`src/fft_pkg.sv`:
```
`default_nettype none

package fft_pkg;

    // word format, signed fixed point
    localparam int BIT_WIDTH  = 32;
    localparam int DECIMAL_PT = 16;

    // 1.0 in the fixed-point format
    localparam int FIX_ONE = 1 << DECIMAL_PT;

    // complex points per frame
    localparam int N_SAMPLES = 8;

    // butterflies in one stage
    localparam int N_PAIRS = N_SAMPLES / 2;

    // serial side carries all real words, then all imaginary words
    localparam int FRAME_WORDS = 2 * N_SAMPLES;

    // number of DIT stages for this frame size
    localparam int LOG2_N = $clog2(N_SAMPLES);

    // word counter wide enough to reach FRAME_WORDS
    localparam int WORD_IDX_W = $clog2(FRAME_WORDS) + 1;

    typedef logic signed [BIT_WIDTH-1:0] sample_t;

endpackage

`default_nettype wire

```
`src/deserializer.sv`:
```
`default_nettype none

module deserializer (
    input  wire              clk,
    input  wire              arst_n,

    input  wire fft_pkg::sample_t recv_msg,
    input  wire              recv_val,
    output logic             recv_rdy,

    output fft_pkg::sample_t send_msg_real [0:fft_pkg::N_SAMPLES-1],
    output fft_pkg::sample_t send_msg_imag [0:fft_pkg::N_SAMPLES-1],
    output logic             send_val,
    input  wire              send_rdy
);

    import fft_pkg::*;

    logic [WORD_IDX_W-1:0] word_cnt;
    logic                  full;
    logic                  last_word;
    logic                  recv_xfer;
    logic                  send_xfer;

    // a full frame blocks input until the stage takes it,
    // but the next frame may start on the very cycle it leaves
    assign recv_rdy  = !full || send_rdy;
    assign send_val  = full;
    assign recv_xfer = recv_val && recv_rdy;
    assign send_xfer = send_val && send_rdy;
    assign last_word = (word_cnt == WORD_IDX_W'(FRAME_WORDS - 1));

    always_ff @(posedge clk or negedge arst_n) begin
        if (!arst_n) begin
            word_cnt <= '0;
            full     <= 1'b0;
        end else begin
            if (recv_xfer) begin
                word_cnt <= last_word ? '0 : word_cnt + 1'b1;
            end

            // counter sits at zero while full, so these never collide
            if (recv_xfer && last_word) begin
                full <= 1'b1;
            end else if (send_xfer) begin
                full <= 1'b0;
            end
        end
    end

    // frame buffer, upper counter half selects the imaginary words
    always_ff @(posedge clk) begin
        if (recv_xfer) begin
            if (word_cnt[LOG2_N]) begin
                send_msg_imag[word_cnt[LOG2_N-1:0]] <= recv_msg;
            end else begin
                send_msg_real[word_cnt[LOG2_N-1:0]] <= recv_msg;
            end
        end
    end

    // an offered frame is neither withdrawn nor overwritten until the stage takes it
    genvar e;
    generate
        for (e = 0; e < N_SAMPLES; e++) begin : g_hold
            a_send_val_held: assert property (
                @(posedge clk) disable iff (!arst_n)
                send_val && !send_rdy |=>
                    send_val && $stable(send_msg_real[e]) && $stable(send_msg_imag[e])
            ) else $error("deserializer dropped or changed its frame before it transferred");
        end
    endgenerate

endmodule

`default_nettype wire

```
`config.mk`:
```
export PLATFORM = sky130hd
export DESIGN_NAME = deserializer
export DESIGN_NICKNAME = d
export VERILOG_FILES = /design/src/fft_pkg.sv /design/src/deserializer.sv
export SDC_FILE = /design/constraint.sdc
export NUM_CORES = 1
export LEC_CHECK = 0
export ABC_AREA = 1
export BUFFER_PORTS_ARGS = -buffer_cell sky130_fd_sc_hd__clkbuf_2
export CAP_MARGIN = 10
export CORE_AREA = 2 2 216 218
export DETAILED_ROUTE_END_ITERATION = 8
export DIE_AREA = 0 0 218 220
export GPL_TIMING_DRIVEN = 1
export MAX_ROUTING_LAYER = met4
export PLACE_DENSITY = 0.64
export SKIP_LAST_GASP = 1
export SLEW_MARGIN = 20
export SYNTH_ARGS = -nofsm -noshare
export SYNTH_HDL_FRONTEND = slang
export SYNTH_SLANG_ARGS = --single-unit
```
`constraint.sdc`:
```
create_clock -name clk -period 5.9 [get_ports clk]
set_input_delay 1.18 -clock clk [delete_from_list [all_inputs] [get_ports clk]]
set_output_delay 1.18 -clock clk [all_outputs]
set_load 0.01 [all_outputs]
```
==> results of run 1 <==
-- worst max-delay path, stage by stage --
cell	delay, ns
clkbuf_2	0.08
inv_1	0.04
nand2_2	0.09
clkbuf_2	0.14
-- final cells by class --
type | instances | area (sq um) | share of cell area
inverters | 7 | 28.78 | 0.001348
clock buffers | 58 | 1324 | 0.06202
multi-input cells | 47 | 370.4 | 0.01735
clock inverters | 35 | 400.4 | 0.01876
repair buffers | 566 | 2935 | 0.1375
well taps | 607 | 759.5 | 0.03558
flip-flops and latches | 518 | 15520 | 0.7274
-- flip-flops by register name, summed over array words and instances, names as in the netlist --
name / count
send_msg_real: 256
send_msg_imag: 256
send_val: 1
word_cnt: 5
-- where the power goes --
group          switching (mW)  internal (mW)  total (mW)
clock                    1.37           1.93        3.30
sequential             0.0914           4.36        4.45
combinational           0.572          0.189       0.761
-- how the worst max path moves through the flow --
stage	startpoint	end	slack, ns
4_1_cts	send_rdy	recv_rdy	3.19
3_3_place_gp	send_rdy	send_msg_imag[19]	2.67
2_1_floorplan	send_rdy	send_msg_imag[0]	2.53
3_5_place_dp	send_rdy	send_msg_imag[185]	2.71
6_report	send_rdy	recv_rdy	3.20
5_1_grt	send_rdy	recv_rdy	3.15
-- cell usage in the layout (no fill, tap or decap), types with 4 or more instances in the layout --
cell        netlist  routed
buf_4             1      14
bufinv_16         0       7
clkbuf_1          0       6
clkbuf_16         0      52
clkbuf_2          0     549
clkinv_1          0       7
clkinv_2          0       6
clkinvlp_4        0       6
dfrtp_1           6       6
edfxtp_1        512     512
inv_1             5       5
inv_6             0       4
nand2_1           5       5
nand3_1          12      12
nor2_4            0      16
o21ai_1           4       4
-- logic make-up (layout without fill, tap and decap cells) --
logic type	Yosys count	count (layout)	synth area share
AOI/OAI and AO/OA	4	4	0.001266
DFF	518	518	0.9819
adders and majority gates	1	1	0.0007912
buffers and inverters	8	666	0.002295
and+or+nand+nor	42	42	0.01377
-- metal layers --
layer | up-vias | global-route usage
met5 | - | -
met4 | 0 | 0.04512
met3 | 74 | 0.05273
met2 | 485 | 0.2934
met1 | 4356 | 0.2401
li1 | 3553 | -
-- per-stage QoR --
step / hold WS [ns] / std cells / total power, mW / instance area, sq um
after detailed placement: 0.5072 / 1745 / 5.304 / 19620
after floorplan: 0.4700 / 573 / 4.805 / 15810
after global placement: 0.4975 / 1742 / 5.277 / 19540
final: 0.4324 / 1838 / 8.513 / 21340
after CTS: 0.3988 / 1838 / 8.608 / 21340
after global routing: 0.4023 / 1838 / 8.808 / 21340
==> flow_summary.toml, run 1 <==
[run_status]
outcome = "completed"

[clocking]
cts_resized = 0
path_clk_slew_ns = 0.07
tritoncts = "done"
clock_latency_ns = 0.58
postCtsHoldBufs = 0
clockBufferDepth = 3
htree_levels = 2
cts_made_buffers = 51
root_buffer = "clkbuf_16"
post_cts_buffers = 0
cts_sinks = 518

[timing]
hold_viol_final = 0
setup_viol = 0
setup_ws_ns = 3.196
skew_ns = 0.01509
fmax_mhz = 369.8
tns_ns = 0
fin_crit_sh = 0.4584
min_period_ns = 2.704
max_slew_margin = 0.5089
worst_slew_pin_slew_ns = 0.7348
grt_setup_unrepaired = "no"
slew_violations = 0

[worst_setup_path]
cp.required_ns = 4.72
crit_type = "primary input to output port"
cp_max_fo = 3
rrSetupSlack_ns = 3.63
start_kind = "primary input"
arrival_ns = 1.52
reg2reg_depth = 4
endpoint_kind = "output port"
r2r_start = "word_cnt[2]"
reg2reg_to = "send_msg_imag[169]"

[synthesis]
synthFlopType = "edfxtp_1"
synthesis.area_sq_mm = 0.01581
synth_top_cell_area_share = 0.9724
synth_warnings = 0
synth_most_common_cell = "edfxtp_1"
synth_cell_types = 17
synth_top_cells_by_area = "edfxtp_1, dfrtp_1, nor2_1"
synthTopCellsByCount = "edfxtp_1, nor2_1, nand3_1"
syn_nets = 610
synth_area_leader_cell = "edfxtp_1"
synth_edf_count = 512
syn_area_per_cell_sq_um = 27.59
synthCells = 573
synth-seq-cells = 518
async_flop_share = 0.01158
ys_seq_area_frac = 0.9819

[job]
maxCapViolations = 0

[finish]
fin_nets = 1228
fillers = 3845
drive_gt1_frac = 0.5443
antennaDiodeCount = 0
post-route-util = 0.4654
area_growth_pct = 34.98

[global_routing]
gr-usage-all-layers = 0.1862
antenna_found_initial = 0
grt_pass1_vias = 8158
grt_pass1_wl_um = 60420
grt_start_max_net_pins = 33
gr-total-overflow = 0

[pwr]
p_per_area_mw_per_mm2 = 398.9
p_leak_nw = 8.047
vdd_drop_max_v = 0.0002547

[floorplan]
rows = 79
design.core.area_sq_mm = 0.04586
die_y_um = 220
die_x_um = 218
start_util = 0.3447
ioPinCount = 550
fp.dieArea_sq_mm = 0.04796

[drt]
top_layer = "met4"
detailedRoute.firstPassIterationCount = 4
drtIter0Drc = 643
route.antenna.remaining_nets = 0
drt-met1-wl_um = 18480
vias = 8468
wl_met3_um = 4086
route.met2.wl_um = 22190
avgViaCountPerCell = 4.607
drt_drc_violations_left = 0
wl_um = 45570
detail_route.wl_per_cell_um = 24.79

[placement]
gp_congestion = 0.7747
hpwl_um = 29600
dpl_worst_slack_ns = 2.706
port_buffers = 549

[min_path]
hp-class = "primary input to asynchronous set/reset pin"
Note: power is estimated with default switching activity, not from simulation.
==> run 2: changes to the inputs <==
--- a/config.mk
+++ b/config.mk
@@ -8,12 +8,12 @@
 export ABC_AREA = 1
 export BUFFER_PORTS_ARGS = -buffer_cell sky130_fd_sc_hd__clkbuf_2
 export CAP_MARGIN = 10
-export CORE_AREA = 2 2 216 218
+export CORE_AREA = 2 2 212 214
 export DETAILED_ROUTE_END_ITERATION = 8
-export DIE_AREA = 0 0 218 220
+export DIE_AREA = 0 0 214 216
 export GPL_TIMING_DRIVEN = 1
 export MAX_ROUTING_LAYER = met4
-export PLACE_DENSITY = 0.64
+export PLACE_DENSITY = 0.66
 export SKIP_LAST_GASP = 1
 export SLEW_MARGIN = 20
 export SYNTH_ARGS = -nofsm -noshare
==> constraint.sdc (replaced) <==
create_clock -name clk -period 2.7 [get_ports clk]
set_input_delay 0.54 -clock clk [delete_from_list [all_inputs] [get_ports clk]]
set_output_delay 0.54 -clock clk [all_outputs]
set_load 0.01 [all_outputs]
==> run 2 against run 1 <==
  * Register-to-register slack got worse by 2.8 ns
  * Critical endpoint is now send_msg_imag[159]
  * Total power increased by 110%
  * Largest power group unchanged
  * Die area fell by 3.6%
  * Hold slack lost 0.12 ns
  * Sequential power increased by 120%
  * Cell count down 0.44%
  * Via count shrank 0.78%
  * First-iteration DRC count is 3.3% lower
  * Critical path type is now flip-flop to flip-flop
==> flow_summary.toml, run 2 (synthesis results as in run 1) <==
[global_routing]
grt_pass1_wl_um = 61420
antenna_found_initial = 0
gr-total-overflow = 0
grt_start_max_net_pins = 33
grt_pass1_vias = 8455
gr-usage-all-layers = 0.1931

[finish]
regArea_sq_mm = 0.01552
drive_gt1_frac = 0.5428
antennaDiodeCount = 0
multiInputGateArea_sq_um = 370.4
fillers = 3586
most-common-layout-cells = "clkbuf_2, edfxtp_1, clkbuf_16"
area_growth_pct = 34.71
fin_nets = 1237
final_common_cell = "clkbuf_2"

[drt]
vias = 8402
top_layer = "met4"
drt-met1-wl_um = 18020
route.antenna.remaining_nets = 0
drtIter0Drc = 622
drt_drc_violations_left = 0
route.met2.wl_um = 21870
wl_met3_um = 3415
detailedRoute.firstPassIterationCount = 4
avgViaCountPerCell = 4.591
wl_um = 44410
detail_route.wl_per_cell_um = 24.27

[placement]
gp_congestion = 0.8078
hpwl_um = 28980
dpl_worst_slack_ns = 0.5820
port_buffers = 549

[timing]
min_period_ns = 1.845
grt_setup_unrepaired = "no"
worst_slew_pin_slew_ns = 0.5926
setup_viol = 0
skew_ns = 0.008538
setup_ws_ns = 0.8548
holdWs_ns = 0.3120
fin_crit_sh = 0.6834
slew_violations = 0
fmax_mhz = 542.0
max_slew_margin = 0.6050
hold_viol_final = 0

[worst_setup_path]
crit_start = "word_cnt[2]"
cp.required_ns = 2.96
r2r_start = "word_cnt[2]"
cp_num_buf_inv = 2
path_cells = "inv_1, nand3_1, nor2_4, buf_12"
start_kind = "flip-flop"
reg2reg_to = "send_msg_imag[159]"
reg2reg_depth = 4
endpoint_kind = "flip-flop"
slowest_stage = "dfrtp_1"
critPathMaxStageDelay_ns = 0.48
crit_type = "flip-flop to flip-flop"
rrSetupSlack_ns = 0.85
cp.depth = 4
cp_max_fo = 16
arrival_ns = 2.10
critPathTopFamily = "simple AND/OR/NAND/NOR gates"

[floorplan]
die_y_um = 216
rows = 77
fp.dieArea_sq_mm = 0.04622
start_util = 0.3607
design.core.area_sq_mm = 0.04384
ioPinCount = 550
die_x_um = 214

[min_path]
hold_start = "send_rdy"
hp-class = "primary input to flip-flop"
whs_path_depth = 4
holdPathEnd = "send_val"

[clocking]
clock_latency_ns = 0.56
root_buffer = "clkbuf_16"
cts_made_buffers = 49
cts_sinks = 518
post_cts_buffers = 0
tritoncts = "done"
htree_levels = 2
clockBufferDepth = 3
path_clk_slew_ns = 0.06

[pwr]
p_per_area_mw_per_mm2 = 852.8
p_leak_nw = 8.053
power_mw = 18.16
vdd_drop_max_v = 0.0005367

[job]
maxCapViolations = 0

[run_status]
outcome = "completed"
[run 2: changes by cell type in the layout (fill, tap and decap cells not counted), moves of 5 or more]
cell	delta
buf_12	+8
buf_4	+5
clkinv_1	+5
clkinv_2	+5
[run 2: how the worst max path moves through the flow]
stage / to
2_1_floorplan: send_msg_imag[0]
3_3_place_gp: send_msg_imag[171]
3_5_place_dp: send_msg_imag[164]
4_1_cts: send_msg_imag[170]
5_1_grt: send_msg_imag[170]
6_report: send_msg_imag[159]
[run 2: final cells by class]
| cell class | instances | share of cell area |
|---|---|---|
| clock buffers | 54 | 0.05845 |
| clock inverters | 35 | 0.01545 |
| inverters | 7 | 0.001351 |
| multi-input cells | 47 | 0.01739 |
| flip-flops and latches | 518 | 0.7289 |
| well taps | 592 | 0.03478 |
| repair buffers | 577 | 0.1437 |
[run 2: routing by layer]
metal,vias to the layer above,track usage
met5,-,-
met4,0,0.05385
met3,65,0.05455
met2,426,0.3087
met1,4346,0.2425
li1,3565,-
[run 2: worst register-to-register path, stage by stage (launching register included)]
cell,delay (ns)
dfrtp_1,0.48
inv_1,0.18
nand3_1,0.22
nor2_4,0.40
buf_12,0.25
[run 2: what timing repair did]
item / 4_1_cts / 5_1_grt
setup endpoints to repair: 0 / 0
hold buffers: 1 / 0
resized for setup: 0 / 0
hold endpoints to repair: 6 / 0
[run 2: through the flow]
step | util | setup TNS [ns] | area, sq um | std cells
after detailed placement | 0.4498 | 0 | 19720 | 1740
after global routing | 0.4859 | 0 | 21300 | 1830
after CTS | 0.4859 | 0 | 21300 | 1830
after global placement | 0.4498 | 0 | 19720 | 1740
final | 0.4859 | 0 | 21300 | 1830
after floorplan | - | -14.00 | 15810 | 573
[run 2: power by group]
part	internal, mW	total, mW	switching, mW
logic	0.460	1.69	1.23
clock network	3.90	6.74	2.84
registers	9.52	9.73	0.214
==> run 3: changes to the inputs <==
--- a/config.mk
+++ b/config.mk
@@ -5,7 +5,7 @@
 export SDC_FILE = /design/constraint.sdc
 export NUM_CORES = 1
 export LEC_CHECK = 0
-export ABC_AREA = 1
+export ABC_AREA = 0
 export BUFFER_PORTS_ARGS = -buffer_cell sky130_fd_sc_hd__clkbuf_2
 export CAP_MARGIN = 10
 export CORE_AREA = 2 2 212 214
==> constraint.sdc (replaced) <==
create_clock -name clk -period 1.8 [get_ports clk]
set_input_delay 0.36 -clock clk [delete_from_list [all_inputs] [get_ports clk]]
set_output_delay 0.36 -clock clk [all_outputs]
set_load 0.01 [all_outputs]
==> run 3 against run 2 <==
  * Synthesized cell count fell by 1.6%
  * Fmax rose by 3.0%
  * Largest cell class unchanged
  * Combinational power up 84%
  * Register-to-register slack got worse by 0.85 ns
  * Clock skew is 0.016 ns higher
==> flow_summary.toml, run 3 <==
[finish]
area_growth_pct = 38.09
most-common-layout-cells = "clkbuf_2, edfxtp_1, clkbuf_16"
post-route-util = 0.4987
drive_gt1_frac = 0.5588
antennaDiodeCount = 0
fin_nets = 1257
fillers = 3558
final_common_cell = "clkbuf_2"

[drt]
vias = 8559
detailedRoute.firstPassIterationCount = 5
drtIter0Drc = 732
detail_route.wl_per_cell_um = 24.96
avgViaCountPerCell = 4.626
wl_um = 46180
route.antenna.remaining_nets = 0
drt_drc_violations_left = 0

[worst_setup_path]
slowest_stage = "dfrtp_1"
r2r_start = "send_val"
rrSetupSlack_ns = 0.009
cp.required_ns = 2.07
critPathMaxStageDelay_ns = 0.38
reg2reg_to = "send_msg_real[124]"
start_kind = "flip-flop"
path_cells = "nand2b_1, buf_6, buf_12, nand2_8, nor4_4, buf_4, buf_12"
crit_type = "flip-flop to flip-flop"
crit_top_cell = "buf_12"
arrival_ns = 2.06
reg2reg_depth = 7
crit_start = "send_val"
cp_max_fo = 18
endpoint_kind = "flip-flop"

[clocking]
tritoncts = "done"
cts_made_buffers = 50
clockBufferDepth = 3
root_buffer = "clkbuf_16"
path_clk_slew_ns = 0.06
cts_sinks = 518
clock_latency_ns = 0.59
htree_levels = 2

[global_routing]
gr-usage-all-layers = 0.1968
grt_pass1_wl_um = 62090
grt_start_max_net_pins = 22
grt_pass1_vias = 8360
antenna_found_initial = 0
gr-total-overflow = 0

[placement]
dpl_worst_slack_ns = -0.05335
port_buffers = 549
hpwl_um = 30960
gp_congestion = 0.8152

[synthesis]
synthCells = 564
synthFlopType = "edfxtp_1"
synth_top_cell_area_share = 0.9712
synth_edf_count = 512
synth-seq-cells = 518
async_flop_share = 0.01158
synth_warnings = 0
synthTopCellsByCount = "edfxtp_1, nor2_1, dfrtp_1"
ys_seq_area_frac = 0.9806
synthesis.area_sq_mm = 0.01583
syn_nets = 601
synth_top_cells_by_area = "edfxtp_1, dfrtp_1, nor2_1"
synth_cell_types = 26
syn_area_per_cell_sq_um = 28.07
synth_most_common_cell = "edfxtp_1"
synth_area_leader_cell = "edfxtp_1"

[timing]
slew_violations = 0
setup_ws_ns = 0.008598
hold_viol_final = 0
min_period_ns = 1.791
fin_crit_sh = 0.9952
grt_setup_unrepaired = "yes"
worst_slew_pin_slew_ns = 0.5041
setup_viol = 0
tns_ns = 0
skew_ns = 0.02495
max_slew_margin = 0.6639
holdWs_ns = 0.1510
fmax_mhz = 558.2

[floorplan]
fp.dieArea_sq_mm = 0.04622
die_y_um = 216
rows = 77
ioPinCount = 550
design.core.area_sq_mm = 0.04384
die_x_um = 214
start_util = 0.3612

[pwr]
vdd_drop_max_v = 0.0006936
p_per_area_mw_per_mm2 = 1249
p_leak_nw = 8.247

[job]
maxCapViolations = 0

[min_path]
holdPathEnd = "send_val"
hold_start = "recv_val"
whs_path_depth = 3
hp-class = "primary input to flip-flop"

[run_status]
outcome = "completed"
-- run 3: cell count changes in the layout (fill, tap and decap cells not counted), sizes merged, moves of 4 or more --
cell,change
buf,+30
bufinv,-5
inv,-4
nand2,-5
nand3,-9
nor2,-5
nor4,+4
o21ai,-4
-- run 3: per-stage QoR --
stage | std cells | power [mW] | area, sq um
after detailed placement | 1747 | 17.91 | 20150
final | 1850 | 27.30 | 21860
after floorplan | 564 | 16.01 | 15980
after global placement | 1747 | 17.84 | 20150
after global routing | 1850 | 28.20 | 21860
after CTS | 1840 | 27.49 | 21710
-- run 3: layout make-up --
type,instances,area (sq um),share of cell area
flip-flops and latches,518,15530,0.7102
clock buffers,55,1270,0.05809
well taps,592,740.7,0.03388
clock inverters,35,230.2,0.01053
multi-input cells,41,431.7,0.01974
repair buffers,609,3664,0.1676
-- run 3: report_power, final --
| part | switching, mW | internal, mW |
|---|---|---|
| Clock | 4.29 | 5.26 |
| Combinational | 2.04 | 1.08 |
| Sequential | 0.335 | 14.3 |
-- run 3: what timing repair did --
| item | CTS | global route |
|---|---|---|
| setup endpoints to repair | 1 | 168 |
| hold buffers | 1 | 0 |
| gates cloned | 0 | 3 |
| buffers inserted | 2 | 7 |
| resized for setup | 4 | 10 |
| pin swaps | 0 | 1 |
| endpoints found under the hold margin | 6 | 0 |
-- run 3: kinds of logic (layout without fill, tap and decap cells) --
kind of cell / after synthesis / in the layout / synth area share
DFF: 518 / 518 / 0.9806
buffers and inverters: 5 / 699 / 0.002924
adders and majority gates: 1 / 1 / 0.0007902
AOI/OAI and AO/OA: 5 / 5 / 0.002609
xor gates and xnor gates: 1 / 1 / 0.0005533
and+or+nand+nor: 34 / 34 / 0.01249
-- run 3: worst max path at each step --
stage	end	slack [ns]	cells after the start
3_5_place_dp	send_msg_real[121]	-0.05	6
5_1_grt	send_msg_real[124]	-0.04	7
6_report	send_msg_real[124]	0.009	7
3_3_place_gp	send_msg_imag[63]	-0.01	7
2_1_floorplan	send_msg_real[100]	-0.52	4
4_1_cts	send_msg_real[171]	-0.01	7
-- run 3: layer usage --
| layer | GRT usage | wire [um] | share of wire | vias to the layer above |
|---|---|---|---|---|
| met5 | - | 0 | 0 | - |
| met4 | 0.05035 | 902 | 0.020 | 0 |
| met3 | 0.05934 | 3848 | 0.083 | 64 |
| met2 | 0.3079 | 22470 | 0.49 | 485 |
| met1 | 0.2524 | 18960 | 0.41 | 4400 |
| li1 | - | - | - | 3610 |
-- run 3: critical path, delay by kind of cell (launching register included) --
family,cells,cell delay [ns]
flip-flops,1,0.38
buffers and inverters,4,0.59
AND/OR/NAND/NOR,3,0.46
