## src/fft_pkg.sv

```systemverilog
`default_nettype none

package fft_pkg;

    // word format, signed fixed point
    localparam int BIT_WIDTH  = 32;
    localparam int DECIMAL_PT = 16;

    // 1.0 in the fixed-point format
    localparam int FIX_ONE = 1 << DECIMAL_PT;

    // complex points per frame
    localparam int N_SAMPLES = 8;

    // butterflies in one stage
    localparam int N_PAIRS = N_SAMPLES / 2;

    // serial side carries all real words, then all imaginary words
    localparam int FRAME_WORDS = 2 * N_SAMPLES;

    // number of DIT stages for this frame size
    localparam int LOG2_N = $clog2(N_SAMPLES);

    // word counter wide enough to reach FRAME_WORDS
    localparam int WORD_IDX_W = $clog2(FRAME_WORDS) + 1;

    typedef logic signed [BIT_WIDTH-1:0] sample_t;

endpackage

`default_nettype wire

```

## src/serializer.sv

```systemverilog
`default_nettype none

module serializer (
    input  wire              clk,
    input  wire              arst_n,

    input  wire fft_pkg::sample_t recv_msg_real [0:fft_pkg::N_SAMPLES-1],
    input  wire fft_pkg::sample_t recv_msg_imag [0:fft_pkg::N_SAMPLES-1],
    input  wire              recv_val,
    output logic             recv_rdy,

    output fft_pkg::sample_t send_msg,
    output logic             send_val,
    input  wire              send_rdy
);

    import fft_pkg::*;

    sample_t               real_buf [0:N_SAMPLES-1];
    sample_t               imag_buf [0:N_SAMPLES-1];
    logic [WORD_IDX_W-1:0] word_cnt;
    logic                  full;
    logic                  last_word;
    logic                  recv_xfer;
    logic                  send_xfer;

    assign last_word = (word_cnt == WORD_IDX_W'(FRAME_WORDS - 1));

    // reload while the last word goes out, so frames run back to back
    assign recv_rdy  = !full || (send_rdy && last_word);
    assign send_val  = full;
    assign recv_xfer = recv_val && recv_rdy;
    assign send_xfer = send_val && send_rdy;

    // real words first, then imaginary
    assign send_msg = word_cnt[LOG2_N] ? imag_buf[word_cnt[LOG2_N-1:0]]
                                       : real_buf[word_cnt[LOG2_N-1:0]];

    always_ff @(posedge clk or negedge arst_n) begin
        if (!arst_n) begin
            word_cnt <= '0;
            full     <= 1'b0;
        end else if (recv_xfer) begin
            word_cnt <= '0;
            full     <= 1'b1;
        end else if (send_xfer) begin
            if (last_word) begin
                word_cnt <= '0;
                full     <= 1'b0;
            end else begin
                word_cnt <= word_cnt + 1'b1;
            end
        end
    end

    always_ff @(posedge clk) begin
        if (recv_xfer) begin
            real_buf <= recv_msg_real;
            imag_buf <= recv_msg_imag;
        end
    end

    a_send_msg_stable: assert property (
        @(posedge clk) disable iff (!arst_n)
        send_val && !send_rdy |=> send_val && $stable(send_msg)
    ) else $error("serializer changed send_msg under back-pressure");

endmodule

`default_nettype wire

```

## config.mk

```make
export PLATFORM = sky130hd
export DESIGN_NAME = serializer
export DESIGN_NICKNAME = d
export VERILOG_FILES = /design/src/fft_pkg.sv /design/src/serializer.sv
export SDC_FILE = /design/constraint.sdc
export NUM_CORES = 1
export LEC_CHECK = 0
export BUFFER_PORTS_ARGS = -buffer_cell sky130_fd_sc_hd__buf_2
export CAP_MARGIN = 10
export CORE_AREA = 2 2 215 217
export CTS_BUF_LIST = sky130_fd_sc_hd__clkbuf_16
export DETAILED_ROUTE_END_ITERATION = 10
export DIE_AREA = 0 0 217 219
export PLACE_DENSITY = 0.7
export SLEW_MARGIN = 20
export SYNTH_ARGS = -nofsm -noshare
export SYNTH_HDL_FRONTEND = slang
export SYNTH_SLANG_ARGS = --single-unit
```

## constraint.sdc

```tcl
create_clock -name clk -period 52.7 [get_ports clk]
set_clock_uncertainty 0.1 [all_clocks]
set_input_delay 10.54 -clock clk [delete_from_list [all_inputs] [get_ports clk]]
set_output_delay 10.54 -clock clk [all_outputs]
set_load 0.1 [all_outputs]
```

==> reports/metrics.csv, run 1 <==
stage,metric,value,unit
min_path,Hold Crit Class,reg -> reg,
worst_setup_path,reg2reg path depth,6,
placement,Port Buffers,549,
detailed_routing,Iter 0 DRT Violations,980,
timing,Setup Viol. Count Final,0,
timing,Final min period,22.09,ns
detailed_routing,Routed Antenna Nets,0,
synthesis,Mapped Cells,931,
die,num rows,78,
timing,sum of negative setup slack,0,ns
cells_and_area,Final Non-Filler Cells,2149,
clock_tree,TritonCTS Sinks,518,
timing,RSZ-0062 raised after global routing,false,
synthesis,Synth Net Count,1448,
synthesis,syn_area_per_cell,21.24,um2
cells_and_area,nets,2011,
placement,dpl ws,30.62,ns
placement,placed cell count,2040,
clock_tree,CTS Hold Bufs,0,
cells_and_area,FILL cells,3565,
worst_setup_path,CP Capture Type,output pin,
cells_and_area,Final Instance Area,24880,um2
detailed_routing,via count,11450,
detailed_routing,drt drc,0,
synthesis,Synth Cell Area,19770,um2
grt,largest net degree at the start of global routing,203,
die,core area,45090,um2
power_and_ir_drop,Max VDD drop,0.03756,mV
die,Die Wd,217,um
cells_and_area,layout cell share with drive strength beyond 1,50.59,%
outcome,status,"finished, final reports clean",
detailed_routing,vias per cell,5.328,
die,num ports,550,
synthesis,post-synth cell types,29,
clock_tree,"Clk Latency, worst-skew pair",0.58,ns
timing,slew margin rel.,17.97,%
worst_setup_path,R2R setup slack,47.94,ns
timing,Slew @ Worst Pin,1.230,ns
synthesis,synthesized flop and latch total,518,
timing,Final WS setup,30.61,ns
placement,routability cong.,0.8557,
clock_tree,clk root buf,clkbuf_16,
grt,first-pass GRT wire length,74720,um
clock_tree,CTS H-tree lvls,2,
power_and_ir_drop,Leak,9.139,nW
clock_tree,CTS tree,built,
synthesis,Yosys top cell area share,77.75,%
cells_and_area,Layout Area Growth over Synthesis,25.81,%
grt,Total GRT Usage,21.64,%
worst_setup_path,CP Class,in -> out,
grt,vias in the first global route,12040,
die,die height,219,um
synthesis,Area contributors post-synth,"edfxtp_1, mux4_2, mux2_2, mux2i_1, a22oi_1",
grt,GR Overflow Total,0,
timing,Max Freq,45.27,MHz
worst_setup_path,crit start category,input port,
synthesis,synth warn,0,
synthesis,"area leader, netlist",edfxtp_1,
job,total of max-cap violations,0,
die,Initial Util,43.86,%
clock_tree,CTS max path bufs,3,
detailed_routing,per-cell routed wire length,24.48,um
clock_tree,CTS buffer count,52,
detailed_routing,1st-pass router iterations,5,
placement,placed instance area,23130,um2
die,die area,47520,um2
synthesis,sequential area share after synthesis,78.51,%
placement,DP HPWL,36860,um
worst_setup_path,Required @ worst endpoint,42.06,ns
clock_tree,Resize count post-CTS,0,
timing,max-slew violations,0,
detailed_routing,WL final,52600,um
power_and_ir_drop,Cell Pwr Density,54.44,nW/um2
timing,Final period util,41.92,%
worst_setup_path,crit-path max FO,9,
grt,initial antenna violation count,20,
clock_tree,Clock transition at path regs,0.06,ns
worst_setup_path,Worst Path Arrival,11.45,ns
min_path,hold depth,1,
clock_tree,"Setup Fix Bufs, Post-CTS",0,
timing,Hold Fails Final Rpt,0,
## per-stage QoR
stage          util, %  hold WS (ns)  total power (W)
3_5_place_dp     51.31        0.3871         0.001001
3_3_place_gp     51.30        0.3845        0.0009972
6_report         55.18        0.4014         0.001354
2_1_floorplan        -        0.3569        0.0008882
4_1_cts          55.07        0.4010         0.001367
5_1_grt          55.14        0.4174         0.001405
## cell type report
type	instances	area (um2)	share of cell area (%)
Timing Repair Buffer	564	2889	11.61
Clock buffer	54	1351	5.432
Sequential cell	518	15530	62.43
Antenna cell	17	42.54	0.1710
Inverter	3	11.26	0.04526
Clock inverter	38	342.8	1.378
Tap cell	600	750.7	3.018
Multi-Input combinational cell	355	3960	15.92
## final timing paths
path / endpoint / start
worst max-delay path: recv_rdy / send_rdy
max in group asynchronous: word_cnt[0] / arst_n
worst min-delay path: word_cnt[4] / word_cnt[4]
min in group asynchronous: send_val / arst_n
worst max register to register: imag_buf[109] / word_cnt[0]
worst min register to register: word_cnt[4] / word_cnt[4]
## sequential cells by signal, summed over array words and instances, names as in the netlist
register  cells
send_val      1
imag_buf    256
real_buf    256
word_cnt      5
## power by group
| group | switching (W) | leakage [nW] | internal, W |
|---|---|---|---|
| Sequential | 0.0000143 | 4.68 | 0.000470 |
| Clock | 0.000151 | 0.853 | 0.000214 |
| Combinational | 0.000361 | 3.61 | 0.000144 |
| Total | 0.000526 | 9.14 | 0.000828 |
## cells in the mapped netlist, drive strengths merged
cell      n
a21boi    1
a21oi     4
a22o      1
a22oi    64
a31oi     1
and3      1
and4b     1
buf      30
clkbuf   25
dfrtp     6
edfxtp  512
ha        1
inv       3
mux2     65
mux2i    64
mux4     64
nand2     4
nand2b    2
nand3     1
nand4     2
nor2      7
nor2b     3
o21ai    37
o221ai   32
## layout by cell type, fill, tap and decap left out, types with 2 or more instances in the layout
cell type and count:
clkbuf_16 54, buf_2 549, o21ai_0 10, a21oi_1 3
dfrtp_1 4, o21ai_1 27, mux2i_1 64, o221ai_1 32
diode_2 17, nor2_1 3, clkinv_1 14, a22oi_1 64
mux4_2 64, clkinv_2 7, nor2_2 3, bufinv_16 6
buf_12 2, inv_1 9, nand2_1 4, mux2_2 65
nand4_1 2, edfxtp_1 512, buf_4 12
## per-layer routing
| metal | vias to the layer above | track usage (%) | part of all wire, % |
|---|---|---|---|
| li1 | 5064 | - | - |
| met1 | 5774 | 27.47 | 39 |
| met2 | 518 | 36.20 | 50 |
| met3 | 84 | 5.655 | 8.2 |
| met4 | 10 | 7.534 | 2.4 |
| met5 | - | 0 | 0.12 |
## critical path, cell delays in order
cell and delay, ns:
buf_2 0.19, nand2_1 0.15, nand2_1 0.11, buf_2 0.45
## cell families after synthesis
kind of cell	share of synthesized area (%)
DFF	78.51
muxes	14.23
AOI/OAI and AO/OA	4.999
buffers and inverters	1.658
and+or+nand+nor	0.5378
adders and majority gates	0.06327
No activity file was read; power rests on OpenSTA's default activity.
==> run 2: changes to the inputs <==
--- a/config.mk
+++ b/config.mk
@@ -7,11 +7,11 @@
 export LEC_CHECK = 0
 export BUFFER_PORTS_ARGS = -buffer_cell sky130_fd_sc_hd__buf_2
 export CAP_MARGIN = 10
-export CORE_AREA = 2 2 215 217
+export CORE_AREA = 2 2 217 219
 export CTS_BUF_LIST = sky130_fd_sc_hd__clkbuf_16
 export DETAILED_ROUTE_END_ITERATION = 10
-export DIE_AREA = 0 0 217 219
-export PLACE_DENSITY = 0.7
+export DIE_AREA = 0 0 219 221
+export PLACE_DENSITY = 0.69
 export SLEW_MARGIN = 20
 export SYNTH_ARGS = -nofsm -noshare
 export SYNTH_HDL_FRONTEND = slang
==> constraint.sdc (replaced) <==
create_clock -name clk -period 21.8 [get_ports clk]
set_clock_uncertainty 0.1 [all_clocks]
set_input_delay 4.36 -clock clk [delete_from_list [all_inputs] [get_ports clk]]
set_output_delay 4.36 -clock clk [all_outputs]
set_load 0.1 [all_outputs]
==> run 2 against run 1 <==
Cell area decreased by 0.30%; combinational power increased by 140%; wire length increased by 0.37%; core utilization decreased by 1.3 points; worst setup slack got worse by 19 ns; count of clock-buffer cells in the layout decreased by 1; clock power increased by 130%; die area increased by 1.8%; via count increased by 0.25%; worst hold slack got worse by 0.0030 ns; sequential cell count unchanged; register-to-register slack got worse by 31 ns.
==> reports/metrics.csv, run 2 (synthesis gave the netlist of run 1 again) <==
stage,metric,value,unit
die,num ports,550,
detailed_routing,drt drc,0,
clock_tree,CTS max path bufs,3,
timing,Max Freq,102.8,MHz
worst_setup_path,CP cell instances,buf_2 > nand2_1 > nand2_1 > buf_2,
placement,DP HPWL,37550,um
worst_setup_path,CP Capture Type,output pin,
timing,max-slew violations,0,
worst_setup_path,"slowest stage delay, CP",0.45,ns
worst_setup_path,crit start category,input port,
clock_tree,CTS H-tree lvls,2,
detailed_routing,Routed Antenna Nets,0,
clock_tree,TritonCTS Sinks,518,
worst_setup_path,Crit path max-delay family,buffers and inverters,
power_and_ir_drop,Leak,9.131,nW
grt,first-pass GRT wire length,75790,um
clock_tree,"Setup Fix Bufs, Post-CTS",0,
detailed_routing,1st-pass router iterations,4,
cells_and_area,nets,2014,
clock_tree,clk root buf,clkbuf_16,
worst_setup_path,crit-path max FO,9,
cells_and_area,"commonest non-fill, non-tap cell in the layout",buf_2,
cells_and_area,most frequent cells in the layout,"buf_2, edfxtp_1, mux2_2",
clock_tree,"Clk Latency, worst-skew pair",0.59,ns
timing,sum of negative setup slack,0,ns
detailed_routing,per-cell routed wire length,24.30,um
timing,slew margin rel.,25.08,%
job,total of max-cap violations,0,
cells_and_area,biggest regs,"imag_buf: 256 flops, real_buf: 256 flops, word_cnt: 5 flops",
power_and_ir_drop,Comb pwr share,37.8,%
power_and_ir_drop,Max VDD drop,0.1034,mV
timing,Slew @ Worst Pin,1.124,ns
grt,largest net degree at the start of global routing,203,
cells_and_area,utilization after layout,53.85,%
power_and_ir_drop,Cell Pwr Density,129.5,nW/um2
detailed_routing,Iter 0 DRT Violations,965,
worst_setup_path,reg2reg path depth,7,
placement,Port Buffers,549,
detailed_routing,WL final,52800,um
detailed_routing,vias per cell,5.283,
worst_setup_path,Worst Path Arrival,5.27,ns
worst_setup_path,CP bufs+invs,2,
min_path,Hold Crit Class,reg -> reg,
die,num rows,79,
die,die area,48400,um2
timing,RSZ-0062 raised after global routing,false,
grt,vias in the first global route,12070,
timing,Hold WS,0.3984,ns
clock_tree,CTS buffer count,52,
power_and_ir_drop,switching share of power,39.40,%
die,Initial Util,42.93,%
clock_tree,Resize count post-CTS,0,
die,die height,221,um
clock_tree,CTS Hold Bufs,0,
die,Die Wd,219,um
placement,routability cong.,0.8127,
die,core area,46060,um2
grt,initial antenna violation count,33,
timing,Final period util,44.64,%
worst_setup_path,Required @ worst endpoint,17.34,ns
power_and_ir_drop,NetSw,0.001266,W
clock_tree,Clock transition at path regs,0.06,ns
outcome,status,"finished, final reports clean",
clock_tree,CTS tree,built,
power_and_ir_drop,P_int,0.001946,W
grt,GR Overflow Total,0,
power_and_ir_drop,sequential share of power,36.5,%
timing,Hold Fails Final Rpt,0,
power_and_ir_drop,Clk pwr share,25.7,%
grt,Total GRT Usage,21.62,%
cells_and_area,Layout Area Growth over Synthesis,25.43,%
worst_setup_path,Worst path depth,4,
min_path,hold depth,1,
worst_setup_path,CP Class,in -> out,
worst_setup_path,CP max stage cell,buf_2,
timing,Final min period,9.732,ns
placement,placed cell count,2049,
cells_and_area,layout cell share with drive strength beyond 1,50.07,%
cells_and_area,Final Non-Filler Cells,2173,
timing,Setup Viol. Count Final,0,
detailed_routing,via count,11480,
## run 2: final timing paths
kind	start	to	slack [ns]
worst max-delay path	send_rdy	recv_rdy	12.07
worst min-delay path	word_cnt[4]	word_cnt[4]	0.40
worst max register to register	word_cnt[1]	imag_buf[174]	17.05
worst min register to register	word_cnt[4]	word_cnt[4]	0.40
max in group asynchronous	arst_n	word_cnt[0]	17.93
min in group asynchronous	arst_n	send_val	3.49
## run 2: worst register-to-register path, delay by kind of cell (launching register included)
kind / cells / cell delay [ns]
buffers and inverters: 3 / 2.22
adders and majority gates: 1 / 0.30
AOI/OAI and AO/OA: 1 / 0.70
DFF: 1 / 0.58
and+or+nand+nor: 2 / 0.45
## run 2: layout make-up
type | instances | area [um2]
Antenna cell | 28 | 70.07
Clock buffer | 53 | 1326
Clock inverter | 42 | 240.2
Fill cell | 3689 | 21260
Inverter | 3 | 11.26
Multi-Input combinational cell | 355 | 3958
Sequential cell | 518 | 15530
Tap cell | 607 | 759.5
Timing Repair Buffer | 567 | 2908
## run 2: power by group through the flow
stage	logic, W	registers (W)	clock network, W
floorplan	0.000940	0.00119	0
global placement	0.00121	0.00119	0
detailed placement	0.00122	0.00120	0
CTS	0.00123	0.00118	0.000846
global route	0.00127	0.00118	0.000882
finish	0.00121	0.00117	0.000825
## run 2: layer usage
metal | part of all wire [%] | wire length [um] | global-route usage, %
met5 | 0.14 | 73 | 0
met4 | 3.7 | 1958 | 10.81
met3 | 7.5 | 3951 | 4.866
met2 | 49 | 26070 | 34.38
met1 | 39 | 20740 | 28.06
## run 2: stage by stage
stage / total power, W / cell area, um2 / worst slack, ns
after global routing: 0.003332 / 24800 / 12.00
after detailed placement: 0.002418 / 23150 / 12.06
after CTS: 0.003246 / 24710 / 12.06
after global placement: 0.002409 / 23150 / 12.08
final: 0.003212 / 24800 / 12.07
after floorplan: 0.002128 / 19780 / 2.513
==> run 3: changes to the inputs <==
==> constraint.sdc (replaced) <==
create_clock -name clk -period 9.9 [get_ports clk]
set_clock_uncertainty 0.1 [all_clocks]
set_input_delay 1.98 -clock clk [delete_from_list [all_inputs] [get_ports clk]]
set_output_delay 1.98 -clock clk [all_outputs]
set_load 0.1 [all_outputs]
==> run 3 against run 2 <==
Die area did not move; worst setup slack got worse by 8.1 ns; worst hold slack gained 0.0063 ns; clock power increased by 140%; core utilization increased by 0.36 points; combinational power increased by 120%; via count is 0.34% lower; critical path depth grew 2; final cell count decreased by 0.32%.
==> reports/metrics.csv, run 3 (synthesis gave the netlist of run 1 again) <==
stage,metric,value,unit
outcome,status,"finished, final reports clean",
die,num rows,79,
power_and_ir_drop,Cell Pwr Density,289.6,nW/um2
timing,max-slew violations,0,
timing,Hold Fails Final Rpt,0,
worst_setup_path,CP cell instances,buf_4 > mux2i_1 > a22oi_1 > o221ai_1 > o21ai_1 > buf_2,
die,core area,46060,um2
detailed_routing,vias per cell,5.282,
grt,initial antenna violation count,25,
timing,Final period util,60.10,%
detailed_routing,WL final,52840,um
worst_setup_path,CP Capture Type,output pin,
clock_tree,TritonCTS Sinks,518,
clock_tree,CTS buffer count,53,
cells_and_area,nets,2012,
grt,first-pass GRT wire length,75420,um
min_path,Hold Crit Class,reg -> reg,
placement,DP HPWL,37120,um
detailed_routing,Iter 0 DRT Violations,1030,
timing,Slew @ Worst Pin,1.027,ns
cells_and_area,"commonest non-fill, non-tap cell in the layout",buf_2,
power_and_ir_drop,Comb pwr share,37.1,%
die,Initial Util,42.93,%
clock_tree,CTS max path bufs,3,
power_and_ir_drop,sequential share of power,35.9,%
power_and_ir_drop,Leak,9.191,nW
clock_tree,clk root buf,clkbuf_16,
timing,Max Freq,168.1,MHz
timing,Setup Viol. Count Final,0,
grt,Total GRT Usage,21.60,%
die,die height,221,um
power_and_ir_drop,Max VDD drop,0.1959,mV
clock_tree,CTS H-tree lvls,2,
worst_setup_path,reg2reg path depth,8,
die,Die Wd,219,um
die,num ports,550,
worst_setup_path,"slowest stage delay, CP",0.89,ns
cells_and_area,biggest regs,"imag_buf: 256 flops, real_buf: 256 flops, word_cnt: 5 flops",
worst_setup_path,crit-path max FO,57,
timing,Final min period,5.950,ns
detailed_routing,drt drc,0,
clock_tree,CTS tree,built,
grt,largest net degree at the start of global routing,213,
power_and_ir_drop,P_int,0.004416,W
worst_setup_path,R2R setup slack,5.19,ns
detailed_routing,per-cell routed wire length,24.40,um
placement,routability cong.,0.8788,
cells_and_area,layout cell share with drive strength beyond 1,50.62,%
worst_setup_path,CP max stage cell,dfrtp_4,
clock_tree,"Clk Latency, worst-skew pair",0.59,ns
placement,dpl ws,4.493,ns
worst_setup_path,crit start category,flip-flop,
timing,Final WS setup,3.950,ns
placement,Port Buffers,549,
worst_setup_path,CP Class,reg -> out,
worst_setup_path,reg2reg start,word_cnt[0],
power_and_ir_drop,switching share of power,38.94,%
min_path,hold depth,1,
clock_tree,"Setup Fix Bufs, Post-CTS",0,
detailed_routing,via count,11440,
grt,vias in the first global route,11880,
cells_and_area,Layout Area Growth over Synthesis,26.27,%
clock_tree,Resize count post-CTS,0,
cells_and_area,FILL cells,3686,
timing,RSZ-0062 raised after global routing,false,
power_and_ir_drop,Clk pwr share,27.0,%
min_path,worst hold start,word_cnt[4],
clock_tree,Clock transition at path regs,0.06,ns
clock_tree,CTS Hold Bufs,0,
detailed_routing,1st-pass router iterations,5,
worst_setup_path,Worst Path Arrival,3.87,ns
min_path,Worst Hold Path EP,word_cnt[4],
job,total of max-cap violations,0,
timing,slew margin rel.,31.56,%
timing,sum of negative setup slack,0,ns
die,die area,48400,um2
grt,GR Overflow Total,0,
cells_and_area,most frequent cells in the layout,"buf_2, edfxtp_1, mux2_2",
worst_setup_path,FF-to-FF End,imag_buf[50],
detailed_routing,Routed Antenna Nets,0,
worst_setup_path,Required @ worst endpoint,7.82,ns
power_and_ir_drop,NetSw,0.002816,W
## run 3: area by class of cell
class	instances	area [um2]	area share, %
flip-flops and latches	518	15530	62.20
multi-input cells	355	3965	15.88
repair buffers	564	2958	11.85
clock buffers	53	1326	5.312
well taps	607	759.5	3.042
clock inverters	44	361.6	1.448
diodes	22	55.05	0.2205
inverters	3	11.26	0.04510
## run 3: critical path, delay by kind of cell, from the launching register on
kind	cells	cell delay [ns]
buffers and inverters	2	1.25
DFF	1	0.89
AOI/OAI and AO/OA	3	0.83
muxes	1	0.20
## run 3: worst max-delay path by stage
stage	startpoint	end	slack (ns)	depth (start not counted)
3_5_place_dp	word_cnt[0]	send_msg[15]	4.49	5
5_1_grt	word_cnt[0]	send_msg[31]	3.70	6
2_1_floorplan	send_rdy	imag_buf[0]	-1.17	3
4_1_cts	word_cnt[0]	send_msg[15]	3.84	5
3_3_place_gp	word_cnt[0]	send_msg[15]	4.50	5
6_report	word_cnt[0]	send_msg[23]	3.95	6
## run 3: stage by stage
step | util [%] | total power [W] | hold WS [ns] | instance area (um2) | cells
CTS | 54.02 | 0.007297 | 0.4090 | 24880 | 2143
global route | 54.19 | 0.007507 | 0.4602 | 24960 | 2164
global placement | 50.24 | 0.005304 | 0.3747 | 23140 | 2044
floorplan | - | 0.004664 | 0.3569 | 19810 | 931
finish | 54.20 | 0.007231 | 0.4047 | 24970 | 2166
detailed placement | 50.36 | 0.005345 | 0.3932 | 23190 | 2046
## run 3: per-layer routing
layer | global-route usage (%) | wire, um | vias to the layer above
li1 | - | - | 5077
met1 | 28.19 | 20980 | 5744
met2 | 34.69 | 26120 | 494
met3 | 5.581 | 4048 | 117
met4 | 8.522 | 1650 | 8
met5 | 0 | 42 | -
## run 3: power groups by stage
stage / Clock, W / Sequential, W / Combinational, W
floorplan: 0 / 0.00259 / 0.00207
global placement: 0 / 0.00264 / 0.00266
detailed placement: 0 / 0.00265 / 0.00270
CTS: 0.00199 / 0.00260 / 0.00271
global route: 0.00208 / 0.00261 / 0.00282
finish: 0.00195 / 0.00260 / 0.00269
